===== src/logic/psram_pkg.sv =====
// shared constants and the memory word type for the byte-access memory port block
// word array covers 2**WORD_AW words, higher client address bits are dropped
// credit counter width must hold CMD_CREDITS
package psram_pkg;

	// ------------------------------
	// client side
	// ------------------------------
	localparam int ADDR_W       = 22;	// byte address from the client
	localparam int LANE_Q_DEPTH = 4;	// outstanding reads per port
	localparam int LANE_PTR_W   = 2;	// index into the lane queue

	// ------------------------------
	// port to arbiter
	// ------------------------------
	localparam int CMD_CREDITS  = 2;	// slots per port in the arbiter queue
	localparam int CREDIT_W     = 2;	// 0..CMD_CREDITS
	localparam int Q_PTR_W      = 1;	// arbiter queue index

	// ------------------------------
	// memory controller
	// ------------------------------
	localparam int WORD_AW      = 10;	// 1024 words simulated
	localparam int READ_LAT     = 3;	// grant to rd_valid
	localparam int INIT_CYCLES  = 32;	// ready low this long after reset
	localparam int INIT_W       = 6;

	// one 32-bit word, seen whole by the array
	// and as four byte lanes by the ports, lane 0 in bits 7:0
	typedef union packed {
		logic [31:0]		word;
		logic [3:0][7:0]	lane;
	} mem_word_t;

endpackage

===== src/logic/mem_arbiter.sv =====
`timescale 1ns/1ps
// two-port round-robin arbiter in front of the word memory controller
// ports must hold a credit per command, queues are CMD_CREDITS deep and never overflow
// grant is combinational from the queue heads, issued only while ready is high

module mem_arbiter (
	input								clk,
	input								n_reset,
	input								cmd_valid0,
	input								cmd_wr0,
	input	[psram_pkg::WORD_AW-1:0]	cmd_addr0,
	input	psram_pkg::mem_word_t		cmd_wdata0,
	input	[3:0]						cmd_mask0,
	output								credit_ret0,
	input								cmd_valid1,
	input								cmd_wr1,
	input	[psram_pkg::WORD_AW-1:0]	cmd_addr1,
	input	psram_pkg::mem_word_t		cmd_wdata1,
	input	[3:0]						cmd_mask1,
	output								credit_ret1,
	input								ready,
	output	logic						mem_req,
	output	logic						mem_wr,
	output	logic [psram_pkg::WORD_AW-1:0]	mem_addr,
	output	psram_pkg::mem_word_t		mem_wdata,
	output	logic [3:0]					mem_mask,
	output	logic						mem_tag,
	input								rd_valid,
	input	psram_pkg::mem_word_t		rd_word,
	input								rd_tag,
	output								rd_valid0,
	output	psram_pkg::mem_word_t		rd_word0,
	output								rd_valid1,
	output	psram_pkg::mem_word_t		rd_word1
);
	import psram_pkg::*;

	logic					in_valid [2];
	logic					in_wr    [2];
	logic	[WORD_AW-1:0]	in_addr  [2];
	mem_word_t				in_wdata [2];
	logic	[3:0]			in_mask  [2];
	logic					q_wr    [2][CMD_CREDITS];
	logic	[WORD_AW-1:0]	q_addr  [2][CMD_CREDITS];
	mem_word_t				q_wdata [2][CMD_CREDITS];
	logic	[3:0]			q_mask  [2][CMD_CREDITS];
	logic	[Q_PTR_W-1:0]	wr_ptr [2];
	logic	[Q_PTR_W-1:0]	rd_ptr [2];
	logic	[CREDIT_W-1:0]	q_cnt  [2];
	logic					grant  [2];
	logic					rr_ptr;	// port preferred on a tie
	logic					sel;

	assign in_valid[0] = cmd_valid0;
	assign in_wr[0]    = cmd_wr0;
	assign in_addr[0]  = cmd_addr0;
	assign in_wdata[0] = cmd_wdata0;
	assign in_mask[0]  = cmd_mask0;
	assign in_valid[1] = cmd_valid1;
	assign in_wr[1]    = cmd_wr1;
	assign in_addr[1]  = cmd_addr1;
	assign in_wdata[1] = cmd_wdata1;
	assign in_mask[1]  = cmd_mask1;

	// ------------------------------
	// command queues
	// ------------------------------
	always_ff @(posedge clk) begin
		for (int p = 0; p < 2; p++) begin
			if (in_valid[p]) begin
				q_wr[p][wr_ptr[p]]    <= in_wr[p];
				q_addr[p][wr_ptr[p]]  <= in_addr[p];
				q_wdata[p][wr_ptr[p]] <= in_wdata[p];
				q_mask[p][wr_ptr[p]]  <= in_mask[p];
			end
		end
	end

	always_ff @(posedge clk) begin
		if (!n_reset) begin
			for (int p = 0; p < 2; p++) begin
				wr_ptr[p] <= '0;
				rd_ptr[p] <= '0;
				q_cnt[p]  <= '0;
			end
			rr_ptr <= 1'b0;
		end else begin
			for (int p = 0; p < 2; p++) begin
				if (in_valid[p]) wr_ptr[p] <= wr_ptr[p] + 1'b1;
				if (grant[p]) rd_ptr[p] <= rd_ptr[p] + 1'b1;	// pop on grant
				q_cnt[p] <= q_cnt[p] + CREDIT_W'(in_valid[p]) - CREDIT_W'(grant[p]);
			end
			if (grant[0]) rr_ptr <= 1'b1;	// move past the winner
			else if (grant[1]) rr_ptr <= 1'b0;
		end
	end

	// ------------------------------
	// round-robin grant
	// ------------------------------
	assign grant[0] = ready && q_cnt[0] != '0 && (q_cnt[1] == '0 || !rr_ptr);
	assign grant[1] = ready && q_cnt[1] != '0 && (q_cnt[0] == '0 || rr_ptr);
	assign sel      = grant[1];

	always_comb begin
		mem_req   = grant[0] | grant[1];
		mem_wr    = q_wr[sel][rd_ptr[sel]];
		mem_addr  = q_addr[sel][rd_ptr[sel]];
		mem_wdata = q_wdata[sel][rd_ptr[sel]];
		mem_mask  = q_mask[sel][rd_ptr[sel]];
		mem_tag   = sel;	// port id rides with the read
	end

	assign credit_ret0 = grant[0];	// slot freed this cycle
	assign credit_ret1 = grant[1];

	// read return steered by tag
	assign rd_valid0 = rd_valid & ~rd_tag;
	assign rd_valid1 = rd_valid & rd_tag;
	assign rd_word0  = rd_word;
	assign rd_word1  = rd_word;

endmodule


===== config.mk =====
export PLATFORM = sky130hd
export DESIGN_NAME = mem_arbiter
export DESIGN_NICKNAME = d
export VERILOG_FILES = /design/src/logic/psram_pkg.sv /design/src/logic/mem_arbiter.sv
export SDC_FILE = /design/constraint.sdc
export NUM_CORES = 1
export LEC_CHECK = 0
export ABC_AREA = 0
export BUFFER_PORTS_ARGS = -buffer_cell sky130_fd_sc_hd__buf_2
export CAP_MARGIN = 20
export CORE_AREA = 2 2 137 139
export DETAILED_ROUTE_END_ITERATION = 7
export DIE_AREA = 0 0 139 141
export PLACE_DENSITY = 0.85
export SLEW_MARGIN = 40
export SYNTH_ARGS = -nofsm -noshare
export SYNTH_HDL_FRONTEND = slang
export SYNTH_SLANG_ARGS = --single-unit

===== constraint.sdc =====
create_clock -name clk -period 3.15 [get_ports clk]
set_clock_uncertainty 0.15 [all_clocks]
set_input_delay 0.315 -clock clk [delete_from_list [all_inputs] [get_ports clk]]
set_output_delay 0.315 -clock clk [all_outputs]
set_load 0.005 [all_outputs]

==> run_results.csv <==
group,metric,value,unit
critical_path,worstPathBufferInverterCount,2,
sta,layout_min_cycle_time,2.71,ns
global_route,grt_pass1_vias,5065,
synthesis,netlist_top_cells_count,"edfxtp_1, mux2i_1, buf_4, and2_1, buf_2",
synthesis,synth_area_leader_cell,"edfxtp_1",
critical_path,critical_path.startpoint_type,"register",
synthesis,synth-warning-count,0,
sta,worst_pin_slew,0.669,ns
power_and_ir_drop,internal_power,4.83,mW
synthesis,synth_area_per_cell,17.8,µm²
synthesis,synth_cells,464,
critical_path,timing.critical_path.cells,"o21ba_1 -> nand2b_4 -> buf_12 -> mux2i_1 -> buf_2",
synthesis,synth_fp_nets,600,
final_layout,multi_input_logic_area,0.00170,mm²
sta,timing.fmax,369,MHz
critical_path,path_delay_family,"buffers and inverters",
synthesis,yosys.area.top_type_share,70.0,%
power_and_ir_drop,power.clock.fraction,31.3,%
global_route,globalRouteOverflowTotal,0,
synthesis,synth-async-reset-ratio,0,%
run_status,status,"complete, no violations",
clocking,ctsLongestPathBuffers,2,
power_and_ir_drop,leakage,4.21,nW
synthesis,yosys_most_used_dff,"edfxtp_1",
routing,average_via_count_per_standard_cell,5.02,
critical_path,cp_data_arrival_time,2.24,ns
routing,drt_iter0_markers,240,
floorplan,die_height,141,µm
synthesis,count_of_flip_flops_with_a_built_in_enable_after_synthesis,192,
synthesis,synth.yosys.seq_area_share,71.2,%
floorplan,initial_utilization,45.1,%
synthesis,synthMostInstantiatedCell,"edfxtp_1",
critical_path,rr_endpoint,"q_cnt[0][1]$_SDFF_PN0_",
placed_design,globalplace.congestion,0.831,
routing,detailed_route_drc_error_count,0,
critical_path,critical_path_peak_fanout,27,
synthesis,yosys-top-cells-area,"edfxtp_1, mux2i_1, buf_4",
sta,hold_viol_final,0,
sta,grt_setup_unrepaired,"no",
critical_path,setup.worst_path.end,"mem_addr[5]",
floorplan,dieArea,0.0196,mm²
final_layout,layout.cells.non_filler,904,
clocking,worstSkewPairLatency,0.42,ns
flow_run,max_cap_viol_count,0,
sta,period_utilisation_layout,86.0,%
power_and_ir_drop,power.density,647,mW/mm²
clocking,clock_transition_time_at_the_flip_flop_clock_pins_of_the_worst_setup_and_hold_paths,0.07,ns
critical_path,reg2reg_from,"q_cnt[0][1]$_SDFF_PN0_",
sta,final.setup.worst_slack,0.442,ns
critical_path,critPathKind,"register to output pin",
global_route,antenna_violations_before_repair,0,
clocking,htreeDepth,4,
floorplan,design.core.area,0.0183,mm²
sta,max_slew_margin_vs_limit,55.4,%
synthesis,synthesis_stage_register_bit_count,197,
placed_design,dpl.hpwl,12.2,mm
clocking,cts_setup_buffers,0,
sta,timing.final.setup_violations,0,
placed_design,place.port_buffers,153,
sta,setup-tns-final,0,ns
placed_design,placed_cells_incl_taps,778,
clocking,holdBufCountCts,94,
final_layout,n_fill_cell,1402,
critical_path,cp_data_required_time,2.68,ns
power_and_ir_drop,p_sw_share,27.4,%
clocking,tritoncts_num_sinks,197,
critical_path,setup.worst_path.end_class,"output pin",
routing,postRouteWirelength,19.1,mm
routing,route.detailed.wl_per_inst,21.1,µm
routing,routed-via-count,4538,
synthesis,synth_cell_types,24,
power_and_ir_drop,worst_ir_drop_vdd,0.000437,V
placed_design,place_worst_setup_slack,0.859,ns
floorplan,ios,250,
clocking,clock-root-buffer,"clkbuf_16",
global_route,gr-usage-all-layers,19.5,%
final_layout,layout-area-overhead-vs-synth,25.0,%
power_and_ir_drop,combinational_group_share_of_total_power,21.4,%
global_route,pin_count_of_the_biggest_net_entering_global_routing,29,
routing,drt_pass1_iterations,4,
final_layout,layout.area.seq,0.00587,mm²
power_and_ir_drop,share_seq_of_total_power,47.4,%
final_layout,num-nets-final,793,
clocking,clock_tree_from_tritoncts,"built",
sta,timing_max_transition_violations_final,0,
critical_path,r2r.worst_path.cells,8,
global_route,first_pass_grt_wire_length,28.4,mm
critical_path,critical_path_depth,5,
critical_path,critical_path.startpoint,"rr_ptr$_SDFFE_PN0P_",
floorplan,width_of_the_chip,139,µm
critical_path,worst_path_max_stage_delay,0.46,ns
floorplan,floorplan.rows,50,
final_layout,layout-drive-gt1-share,29.7,%
clocking,cts_inserted_buffers,17,
final_layout,antenna_cells_inserted,0,
synthesis,post_synthesis_cell_area,0.00824,mm²
routing,final_antenna_net_count,0,
power_and_ir_drop,switchingPower,1.83,mW
critical_path,cpMaxStageDelayCell,"nand2b_4",
clocking,cts.repair.resized,0,
min_path,worst_hold_path_type,"primary input to register",
critical_path,slack_of_the_worst_reg_to_reg_path,1.20,ns
[cells in the final DEF (no fill, tap or decap), types with 3 or more instances in the layout]
cell	netlist	layout
nor2_1	4	4
xnor2_1	3	3
edfxtp_1	192	192
nand2_1	4	4
clkinv_4	0	5
inv_6	0	3
mux2i_1	142	142
ha_1	3	3
buf_12	4	5
inv_1	3	3
and2_1	7	5
clkbuf_16	0	17
buf_4	66	6
clkinv_8	0	3
o21ai_0	3	3
buf_2	7	153
dfxtp_1	5	5
nand2b_1	5	5
dlygate4sd3_1	0	94
[kinds of logic after synthesis]
logic type               share of synthesized area, %
flip-flops                                       71.2
multiplexers                                     17.3
buffers and inverters                            8.37
AND/OR/NAND/NOR                                  1.67
AO/OA/AOI/OAI                                   0.744
XOR/XNOR                                        0.319
adder cells (fa/ha/maj)                         0.456
[metal layers]
metal / GRT usage, % / vias to the layer above / part of all wire [%]
met4: 9.20 / 0 / 3.6
met2: 37.8 / 210 / 55
met3: 5.91 / 34 / 6.8
met1: 18.8 / 2220 / 34
met5: 0.251 / - / 0
li1: - / 2074 / -
[power by group through the flow]
stage / Sequential (mW) / Combinational, mW / Clock (mW)
detailed placement: 3.21 / 1.34 / 0
finish: 3.15 / 1.42 / 2.08
global route: 3.17 / 1.54 / 2.24
CTS: 3.15 / 1.43 / 2.11
global placement: 3.20 / 1.28 / 0
floorplan: 3.18 / 0.990 / 0
[worst min-delay path by stage]
stage,cells past startpoint,end,start,slack (ns)
after global routing,2,rr_ptr$_SDFFE_PN0P_,n_reset,0.05
final,2,rr_ptr$_SDFFE_PN0P_,n_reset,0.07
after global placement,1,q_wdata[1][54]$_DFFE_PP_,cmd_wdata1[22],0.35
after detailed placement,1,q_wdata[0][31]$_DFFE_PP_,cmd_wdata0[31],0.36
after floorplan,0,q_addr[0][0]$_DFFE_PP_,cmd_addr0[0],0.26
after CTS,2,rr_ptr$_SDFFE_PN0P_,n_reset,0.05
[per-stage QoR]
step           hold WS (ns)  cell area, µm²  total power, mW  util, %
6_report             0.0729           10300             6.66     56.4
5_1_grt              0.0530           10300             6.94     56.4
4_1_cts              0.0520           10300             6.70     56.4
3_5_place_dp          0.356            8780             4.55     48.1
3_3_place_gp          0.353            8780             4.48     48.1
2_1_floorplan         0.264            8240             4.17        -
[final cells by class]
class / instances / area share [%]
clock buffers: 18 / 4.17
inverters: 3 / 0.109
well taps: 234 / 2.84
clock inverters: 14 / 1.41
repair buffers: 258 / 18.0
flip-flops and latches: 197 / 57.0
multi-input cells: 180 / 16.5
[flip-flops by register name (all words and copies together) (netlist names)]
| signal | cells |
|---|---|
| wr_ptr | 2 |
| q_wdata | 128 |
| q_addr | 40 |
| q_cnt | 4 |
| rd_ptr | 2 |
| q_mask | 16 |
| q_wr | 4 |
| rr_ptr | 1 |
No activity file was read; power rests on OpenSTA's default activity.
