`config.mk`:
```
export PLATFORM = sky130hd
export DESIGN_NAME = byte_port
export DESIGN_NICKNAME = d
export VERILOG_FILES = /design/src/logic/psram_pkg.sv /design/src/logic/byte_port.sv
export SDC_FILE = /design/constraint.sdc
export NUM_CORES = 1
export LEC_CHECK = 0
export BUFFER_PORTS_ARGS = -buffer_cell sky130_fd_sc_hd__buf_2
export CORE_MARGIN = 2
export CORE_UTILIZATION = 25
export CTS_CLUSTER_DIAMETER = 200
export DETAILED_ROUTE_END_ITERATION = 12
export MAX_ROUTING_LAYER = met4
export PLACE_DENSITY = 0.48
export SLEW_MARGIN = 30
export SYNTH_ARGS = -nofsm -noshare
export SYNTH_HDL_FRONTEND = slang
export SYNTH_SLANG_ARGS = --single-unit
```
`constraint.sdc`:
```
create_clock -name clk -period 8.5 [get_ports clk]
set_input_delay 1.7 -clock clk [delete_from_list [all_inputs] [get_ports clk]]
set_output_delay 1.7 -clock clk [all_outputs]
set_load 0.05 [all_outputs]
```
`src/logic/psram_pkg.sv`:
```
// shared constants and the memory word type for the byte-access memory port block
// word array covers 2**WORD_AW words, higher client address bits are dropped
// credit counter width must hold CMD_CREDITS
package psram_pkg;

	// ------------------------------
	// client side
	// ------------------------------
	localparam int ADDR_W       = 22;	// byte address from the client
	localparam int LANE_Q_DEPTH = 4;	// outstanding reads per port
	localparam int LANE_PTR_W   = 2;	// index into the lane queue

	// ------------------------------
	// port to arbiter
	// ------------------------------
	localparam int CMD_CREDITS  = 2;	// slots per port in the arbiter queue
	localparam int CREDIT_W     = 2;	// 0..CMD_CREDITS
	localparam int Q_PTR_W      = 1;	// arbiter queue index

	// ------------------------------
	// memory controller
	// ------------------------------
	localparam int WORD_AW      = 10;	// 1024 words simulated
	localparam int READ_LAT     = 3;	// grant to rd_valid
	localparam int INIT_CYCLES  = 32;	// ready low this long after reset
	localparam int INIT_W       = 6;

	// one 32-bit word, seen whole by the array
	// and as four byte lanes by the ports, lane 0 in bits 7:0
	typedef union packed {
		logic [31:0]		word;
		logic [3:0][7:0]	lane;
	} mem_word_t;

endpackage
```
`src/logic/byte_port.sv`:
```
`timescale 1ns/1ps
// byte access to word command adapter, one per client
// rd/wr are one-cycle strobes, ignored while busy is high
// address bits above the word array are not forwarded
// reads complete in issue order, LANE_Q_DEPTH outstanding at most

module byte_port (
	input								clk,
	input								n_reset,
	input								rd,
	input								wr,
	input	[psram_pkg::ADDR_W-1:0]		address,
	input	[7:0]						wdata,
	output								busy,
	output	[7:0]						rdata,
	output								rdata_en,
	input								ready,
	output	logic						cmd_valid,
	output	logic						cmd_wr,
	output	logic [psram_pkg::WORD_AW-1:0]	cmd_addr,
	output	psram_pkg::mem_word_t		cmd_wdata,
	output	logic [3:0]					cmd_mask,
	input								credit_ret,
	input								rd_valid,
	input	psram_pkg::mem_word_t		rd_word
);
	import psram_pkg::*;

	logic	[CREDIT_W-1:0]		credits;
	logic	[1:0]				lane_q [LANE_Q_DEPTH];	// byte lane of each pending read
	logic	[LANE_PTR_W-1:0]	lane_wr_ptr;
	logic	[LANE_PTR_W-1:0]	lane_rd_ptr;
	logic	[LANE_PTR_W:0]		lane_cnt;
	logic						accept;
	logic						rd_accept;
	mem_word_t					placed;
	logic	[7:0]				rdata_q;
	logic						rdata_en_q;

	// ------------------------------
	// back-pressure
	// ------------------------------
	assign busy = !ready ||
		credits == '0 ||
		lane_cnt == (LANE_PTR_W+1)'(LANE_Q_DEPTH);	// lane queue full

	assign accept    = (rd | wr) & ~busy;
	assign rd_accept = rd & ~wr & ~busy;	// wr wins if both raised

	// wdata into its lane, other lanes zero
	always_comb begin
		placed = '0;
		placed.lane[address[1:0]] = wdata;
	end

	// ------------------------------
	// command register
	// ------------------------------
	always_ff @(posedge clk) begin
		if (!n_reset) begin
			cmd_valid <= 1'b0;
		end else begin
			cmd_valid <= accept;	// one cycle after the strobe
		end
	end

	always_ff @(posedge clk) begin
		if (accept) begin
			cmd_wr    <= wr;
			cmd_addr  <= address[WORD_AW+1:2];	// word address
			cmd_wdata <= placed;
			cmd_mask  <= wr ? (4'b0001 << address[1:0]) : 4'b0000;	// read writes nothing
		end
	end

	// credits spent on accept, back on each grant
	always_ff @(posedge clk) begin
		if (!n_reset) begin
			credits <= CREDIT_W'(CMD_CREDITS);
		end else begin
			credits <= credits + CREDIT_W'(credit_ret) - CREDIT_W'(accept);
		end
	end

	// ------------------------------
	// read lane queue and extraction
	// ------------------------------
	always_ff @(posedge clk) begin
		if (!n_reset) begin
			lane_wr_ptr <= '0;
			lane_rd_ptr <= '0;
			lane_cnt    <= '0;
			rdata_en_q  <= 1'b0;
		end else begin
			if (rd_accept) lane_wr_ptr <= lane_wr_ptr + 1'b1;	// wraps at depth
			if (rd_valid) lane_rd_ptr <= lane_rd_ptr + 1'b1;
			lane_cnt   <= lane_cnt + (LANE_PTR_W+1)'(rd_accept) -
				(LANE_PTR_W+1)'(rd_valid);
			rdata_en_q <= rd_valid;
		end
	end

	always_ff @(posedge clk) begin
		if (rd_accept) lane_q[lane_wr_ptr] <= address[1:0];
		if (rd_valid) rdata_q <= rd_word.lane[lane_q[lane_rd_ptr]];	// oldest read first
	end

	assign rdata_en = rdata_en_q;
	assign rdata    = rdata_en_q ? rdata_q : 8'd0;	// zero outside the pulse

endmodule

```
==> results of run 1 <==
through the flow:
stage / hold slack [ns] / cells
floorplan: 0.478 / 210
global placement: 0.500 / 494
detailed placement: 0.510 / 494
CTS: 0.520 / 510
global route: 0.541 / 510
finish: 0.512 / 510
kinds of logic after synthesis:
family,share of synthesized area (%)
flip-flops,68.1
AND/OR/NAND/NOR,13.9
multiplexers,9.15
buffers and inverters,2.46
adder cells (fa/ha/maj),3.80
AO/OA/AOI/OAI,1.19
XOR/XNOR,1.39
where the power goes:
| group | switching [mW] | total, mW | internal (mW) |
|---|---|---|---|
| sequential | 0.0198 | 0.494 | 0.474 |
| combinational | 0.230 | 0.309 | 0.0787 |
| clock | 0.140 | 0.353 | 0.212 |
cell usage after synthesis (2+ instances only):
library cell / count
dfxtp_1: 13
edfxtp_1: 63
clkbuf_1: 2
and3_1: 9
nor3_1: 3
inv_1: 9
mux2i_1: 24
a21oi_1: 2
and2_1: 43
xor2_1: 3
nor2_1: 8
ha_1: 8
xnor2_1: 2
nand4_1: 2
nand2_1: 2
o31ai_1: 2
nor2b_1: 3
area by class of cell:
class	instances	area [µm²]	area share (%)
clock buffers	12	256	6.10
clock inverters	4	23.8	0.566
inverters	9	33.8	0.804
multi-input cells	120	933	22.2
flip-flops and latches	76	2150	51.2
well taps	172	215	5.12
repair buffers	117	588	14.0
registers in the layout, summed over array words and instances (netlist names), 2 cells and up, named ones only:
| name | flops |
|---|---|
| cmd_wdata | 32 |
| cmd_addr | 10 |
| lane_q | 8 |
| rdata_q | 8 |
| cmd_mask | 4 |
| lane_cnt | 3 |
| credits | 2 |
| lane_rd_ptr | 2 |
| lane_wr_ptr | 2 |
critical path: cells and delay by family:
family	cells	cell delay, ns
AO/OA/AOI/OAI	1	0.26
buffers and inverters	3	0.42
AND/OR/NAND/NOR	1	0.08
routing by layer:
metal  up-vias  share of wire (%)  GRT usage, %
met5         -                  0             -
met4         0                1.4          4.52
met3         8                4.2          2.96
met2        54                 53          17.2
met1       968                 42          12.3
li1       1001                  -             -
final timing paths:
check,start,end,slack [ns],cells past startpoint
max,ready,busy,4.34,5
max reg2reg,lane_cnt[1]$_SDFF_PN0_,lane_cnt[2]$_SDFF_PN0_,5.87,11
min reg2reg,lane_wr_ptr[1]$_SDFFE_PN0P_,lane_wr_ptr[1]$_SDFFE_PN0P_,0.51,2
min,lane_wr_ptr[1]$_SDFFE_PN0P_,lane_wr_ptr[1]$_SDFFE_PN0P_,0.51,2
placed cells by master (no fill, tap or decap), types with 3 or more instances in the layout:
master / synthesis / routed
and2_1: 43 / 43
and3_1: 9 / 9
buf_2: 1 / 116
clkbuf_16: 0 / 9
clkinv_2: 0 / 3
dfxtp_1: 13 / 13
edfxtp_1: 63 / 63
ha_1: 8 / 8
inv_1: 9 / 9
mux2i_1: 24 / 24
nor2_1: 8 / 8
nor2b_1: 3 / 3
xor2_1: 3 / 3
==> metrics, run 1 <==
Max VDD drop 177 µV; post-route clock period utilization 49.0%; post_cts resized 0; Top-Level Pins 127; leakage 1.83 nW; drt pass-1 iters 4; skew final 0.00543 ns; global route overflow 0; Required @ worst endpoint about 6.8 ns; total power 1.16 mW; post-route setup slack 4.34 ns; slowest cell on the critical path o21ai_1; Mapped Area 3160 µm²; Seq/Total Area, Yosys 68.1%; hpwl dp 4760 µm; Post-DP Area 3920 µm²; initial antenna violation count 0; ys async rst share 0%; Post-synth EDFFs between 60 and 70; critical path startpoint category input port; top_reg_cell synth edfxtp_1; Max Fanout on Critical Path 6; drt drc 0; Yosys reg bits 76; Post-Syn Instances 210; die area 13500 µm²; max-slew violations 0; Final Instance Area 4200 µm²; post-layout util 33.7%; Avg WL per Cell 13.1 µm; # setup viols final 0; Critical Path Sink Type output port; setup bufs post-CTS 0; layout cells sized above 1 39.9%; final hold vios 0; routed via count 2031; critical path's most frequent cell buf_2; share of the synthesized area in the top cell type 59.9%; Largest stage delay, worst path 0.26 ns; clock slew at reported path FFs about 0.060 ns; largest net degree at the start of global routing 48; Starting DRT DRC Count about 100; Initial Util between 20% and 30%; status finished clean; number of global-route vias before repair 2003; setup TNS 0 ns; maxcap violations 0; via/cell ratio 3.98; Syn-to-layout area delta 33.1%; CTS Hold Bufs 0; Max Clk Rate ~0.24 GHz; setup slack at placement 4.33 ns; chip width 116 µm; arrival time at the worst endpoint around 2.5 ns; number of inserted diodes 0; Clk Latency, worst-skew pair between 0.3 and 0.4 ns; crit path kind input port to output port; post-synthesis cell type count 29; average size of a mapped cell ~15 µm²; Hold Path Class register to register; nets 411; Fillers 1253; total routed wirelength 6670 µm; CTS buffer count 9; core area 12500 µm²; ANT nets after route 0; syn_nets 288; Synth area leader edfxtp_1; CTS tree built; Worst slew margin 50.9%; synth top area cells edfxtp_1, and2_1, dfxtp_1; CP cell instances buf_2 > o21ai_1 > nor2_1 > inv_1 > buf_2; GPL Wtd Cong 0.702; Pwr Density between 200 and 300 nW/µm²; Bufs on Longest Clock Path 2; global-route wire length before repair 10300 µm; PortBufs 116; RSZ-0062 raised after global routing no; GRT Util Overall 10.6%; Warnings, synthesis 0; Die Y 116 µm; H-tree levels 3; CTS root buffer clkbuf_16; TritonCTS Sinks 76; Least-Margin Pin Slew 0.734 ns; Tmin final 4.16 ns; row count between 40 and 50
No activity file was read; power rests on OpenSTA's default activity.
==> inputs of run 2 (changes only) <==
ABC_AREA = 1   (was unset)
PLACE_DENSITY = 0.49   (was 0.48)
clock period = 3.4 ns   (was 8.5 ns; I/O delays follow)
==> run 2 against run 1 <==
Against the previous run:
- final cell count rose by 19%
- worst hold slack got worse by 0.076 ns
- synthesized cell count rose by 47%
- setup slack got worse by 3.1 ns
- register-to-register slack got worse by 4.6 ns
- wire length rose by 5.1%
- critical endpoint is now lane_cnt[2]$_SDFF_PN0_
- largest power group unchanged
- highest routed layer unchanged
==> metrics, run 2 <==
Max VDD drop 272 µV (+53%); Post-DP Area 4040 µm² (+3.1%); Critical Path Sink Type register; R2R cell count 11 (unchanged); post-route clock period utilization 62.8%; top_reg_cell synth edfxtp_1; Worst Hold End lane_rd_ptr[1]$_SDFFE_PN0P_; Worst R2R Setup Slack 1.32 ns (-4.55 ns); CTS buffer count 9 (unchanged); global route overflow 0 (unchanged); post-synthesis cell type count 23 (-21%); GRT Util Overall 10.7% (+0.19 points); number of global-route vias before repair 2428 (+21%); PortBufs 116 (unchanged); critical path startpoint category input port; Top-Level Pins 127 (unchanged); Synth area leader edfxtp_1; Least-Margin Pin Slew 0.605 ns (-0.130 ns); CP Depth 12 (+7); clock power share 31.1% (+0.6 points); most frequent cells after synthesis edfxtp_1, inv_1, nand2_1; Sw Pwr 1.09 mW (+180%); largest net degree at the start of global routing 48 (unchanged); Initial Util 25.8% (+0.42 points); setup bufs post-CTS 0 (unchanged); critical path launch point rd; Seq/Total Area, Yosys 66.0% (-2.2 points); most frequent cells in the layout buf_2, inv_1, edfxtp_1; routed via count 2402 (+18%); Final Instance Area 4350 µm² (+3.4%); final hold vios 0 (unchanged); Tmin final about 2.1 ns; Post-synth EDFFs 63 (unchanged); synth top area cells edfxtp_1, dfxtp_1, inv_1; RSZ-0062 raised after global routing no; CP delay by family, top adder cells; skew final 0.00395 ns (-0.00147 ns); FF-to-FF Start lane_cnt[1]$_SDFF_PN0_; Max Fanout on Critical Path 9 (+3); Bufs on Longest Clock Path 2 (unchanged); drt pass-1 iters 4 (unchanged); setup TNS 0 ns (unchanged); CP cell instances buf_2 > inv_1 > nor2_1 > nand3_1 > ha_1 > inv_1 > ha_1 > inv_1 > fa_1 > inv_1 > o21ai_0 > a21oi_1; switching share of power 35.6% (+1.9 points); core area 12700 µm² (+1.6%); hpwl dp 5090 µm (+6.9%); Buf+Inv Stages, Crit Path 5 (+2); Max Clk Rate 0.469 GHz; Internal 1.96 mW (+160%); layout cells sized above 1 32.5% (-7.4 points); GPL Wtd Cong 0.737 (+4.9%); arrival time at the worst endpoint 2.39 ns (-0.07 ns); clock slew at reported path FFs 0.06 ns (about the same); Hold Crit Depth 1 (-1); Biggest register cmd_wdata; maxcap violations 0 (unchanged); top flop regs cmd_wdata: 32 flops, cmd_addr: 10 flops; ANT nets after route 0 (unchanged); Post-Syn Instances 309 (+47%); share of the synthesized area in the top cell type 58.0% (-1.9 points); # setup viols final 0 (unchanged); Mapped Area 3260 µm² (+3.3%); drt drc 0 (unchanged); Required @ worst endpoint 3.66 ns (-3.14 ns); H-tree levels 3 (unchanged); CTS root buffer clkbuf_16; CTS Hold Bufs 0 (unchanged); leakage 2.10 nW (+15%); ys async rst share 0% (unchanged); nets 510 (+24%); post_cts resized 0 (unchanged); Pwr Density 701 nW/µm² (+150%); Warnings, synthesis 0 (unchanged); row count 41 (unchanged); combinational share of power 27.9% (+1.2 points); R2R Path End lane_cnt[2]$_SDFF_PN0_; CTS tree built; Worst slew margin 59.7% (+8.7 points); via/cell ratio 3.94 (-0.96%); average size of a mapped cell 10.6 µm² (-30%); Starting DRT DRC Count 60 (-41%); syn_nets 387 (+34%); Die Y 118 µm (+1.6%); initial antenna violation count 0 (unchanged); global-route wire length before repair 11400 µm (+11%); Clk Latency, worst-skew pair 0.33 ns (about the same); Avg WL per Cell 11.5 µm (-12%); total routed wirelength 7010 µm (+5.1%); slowest cell on the critical path ha_1; Worst Hold Launch lane_rd_ptr[1]$_SDFFE_PN0P_; Yosys reg bits 76 (unchanged); crit path kind input port to register; max FFs per register 32 (unchanged); status finished clean; Hold Path Class register to register; Syn-to-layout area delta 33.2% (about the same); critical path's most frequent cell inv_1; die area 14000 µm² (+3.2%); Largest stage delay, worst path 0.37 ns (+0.11 ns); chip width 118 µm (+1.6%); TritonCTS Sinks 76 (unchanged); max-slew violations 0 (unchanged); number of inserted diodes 0 (unchanged); sequential share of power 41.0% (-1.7 points); commonest non-fill, non-tap cell in the layout buf_2
==> run 2: changes by cell type in the layout (fill, tap and decap cells not counted), sizes merged, moves of 8 or more <==
cell and delta:
nand3b +8, and2 -43, nor2 +41, mux2i -24, and3 -9, nand3 +30, nand2 +55, inv +56
==> run 2: worst max-delay path by stage <==
stage                                  end  slack (ns)
floorplan            credits[1]$_SDFF_PN1_        0.30
global placement    lane_cnt[2]$_SDFF_PN0_        0.93
detailed placement  lane_cnt[2]$_SDFF_PN0_        0.88
CTS                 lane_cnt[2]$_SDFF_PN0_        1.24
global route        lane_cnt[2]$_SDFF_PN0_        1.09
finish              lane_cnt[2]$_SDFF_PN0_        1.27
==> run 2: layer usage <==
layer	vias up	track usage (%)	routed length, µm
met3	7	4.30	632
met4	0	3.84	80
met2	97	16.3	3090
li1	1232	-	-
met1	1066	12.9	3210
met5	-	-	0
==> run 2: cell type report <==
type,instances,area [µm²]
clock inverters,7,76.3
well taps,172,215
inverters,64,240
multi-input cells,164,848
clock buffers,9,225
repair buffers,117,588
fillers,1286,8330
flip-flops and latches,76,2150
==> run 2: cell families (layout without fill, tap and decap cells) <==
family,Yosys count,after routing,synth area share [%]
AO/OA/AOI/OAI,8,8,1.38
flip-flops,76,76,66.0
AND/OR/NAND/NOR,145,145,20.1
XOR/XNOR,2,2,0.537
adder cells (fa/ha/maj),9,9,3.68
buffers and inverters,69,197,8.40
==> run 2: power groups by stage <==
stage / Sequential, mW / Combinational [mW] / Clock [mW]
6_report: 1.25 / 0.849 / 0.946
5_1_grt: 1.27 / 0.919 / 1.02
4_1_cts: 1.25 / 0.860 / 0.973
3_5_place_dp: 1.27 / 0.857 / 0
3_3_place_gp: 1.27 / 0.849 / 0
2_1_floorplan: 1.64 / 0.277 / 0
==> run 2: through the flow <==
| stage | cells | hold WS [ns] | util (%) | total power, mW | worst slack [ns] |
|---|---|---|---|---|---|
| floorplan | 309 | 0.412 | - | 1.91 | 0.300 |
| global placement | 593 | 0.428 | 31.9 | 2.11 | 0.931 |
| detailed placement | 593 | 0.430 | 31.9 | 2.12 | 0.885 |
| CTS | 609 | 0.437 | 34.3 | 3.09 | 1.24 |
| global route | 609 | 0.451 | 34.3 | 3.20 | 1.09 |
| finish | 609 | 0.435 | 34.3 | 3.05 | 1.27 |
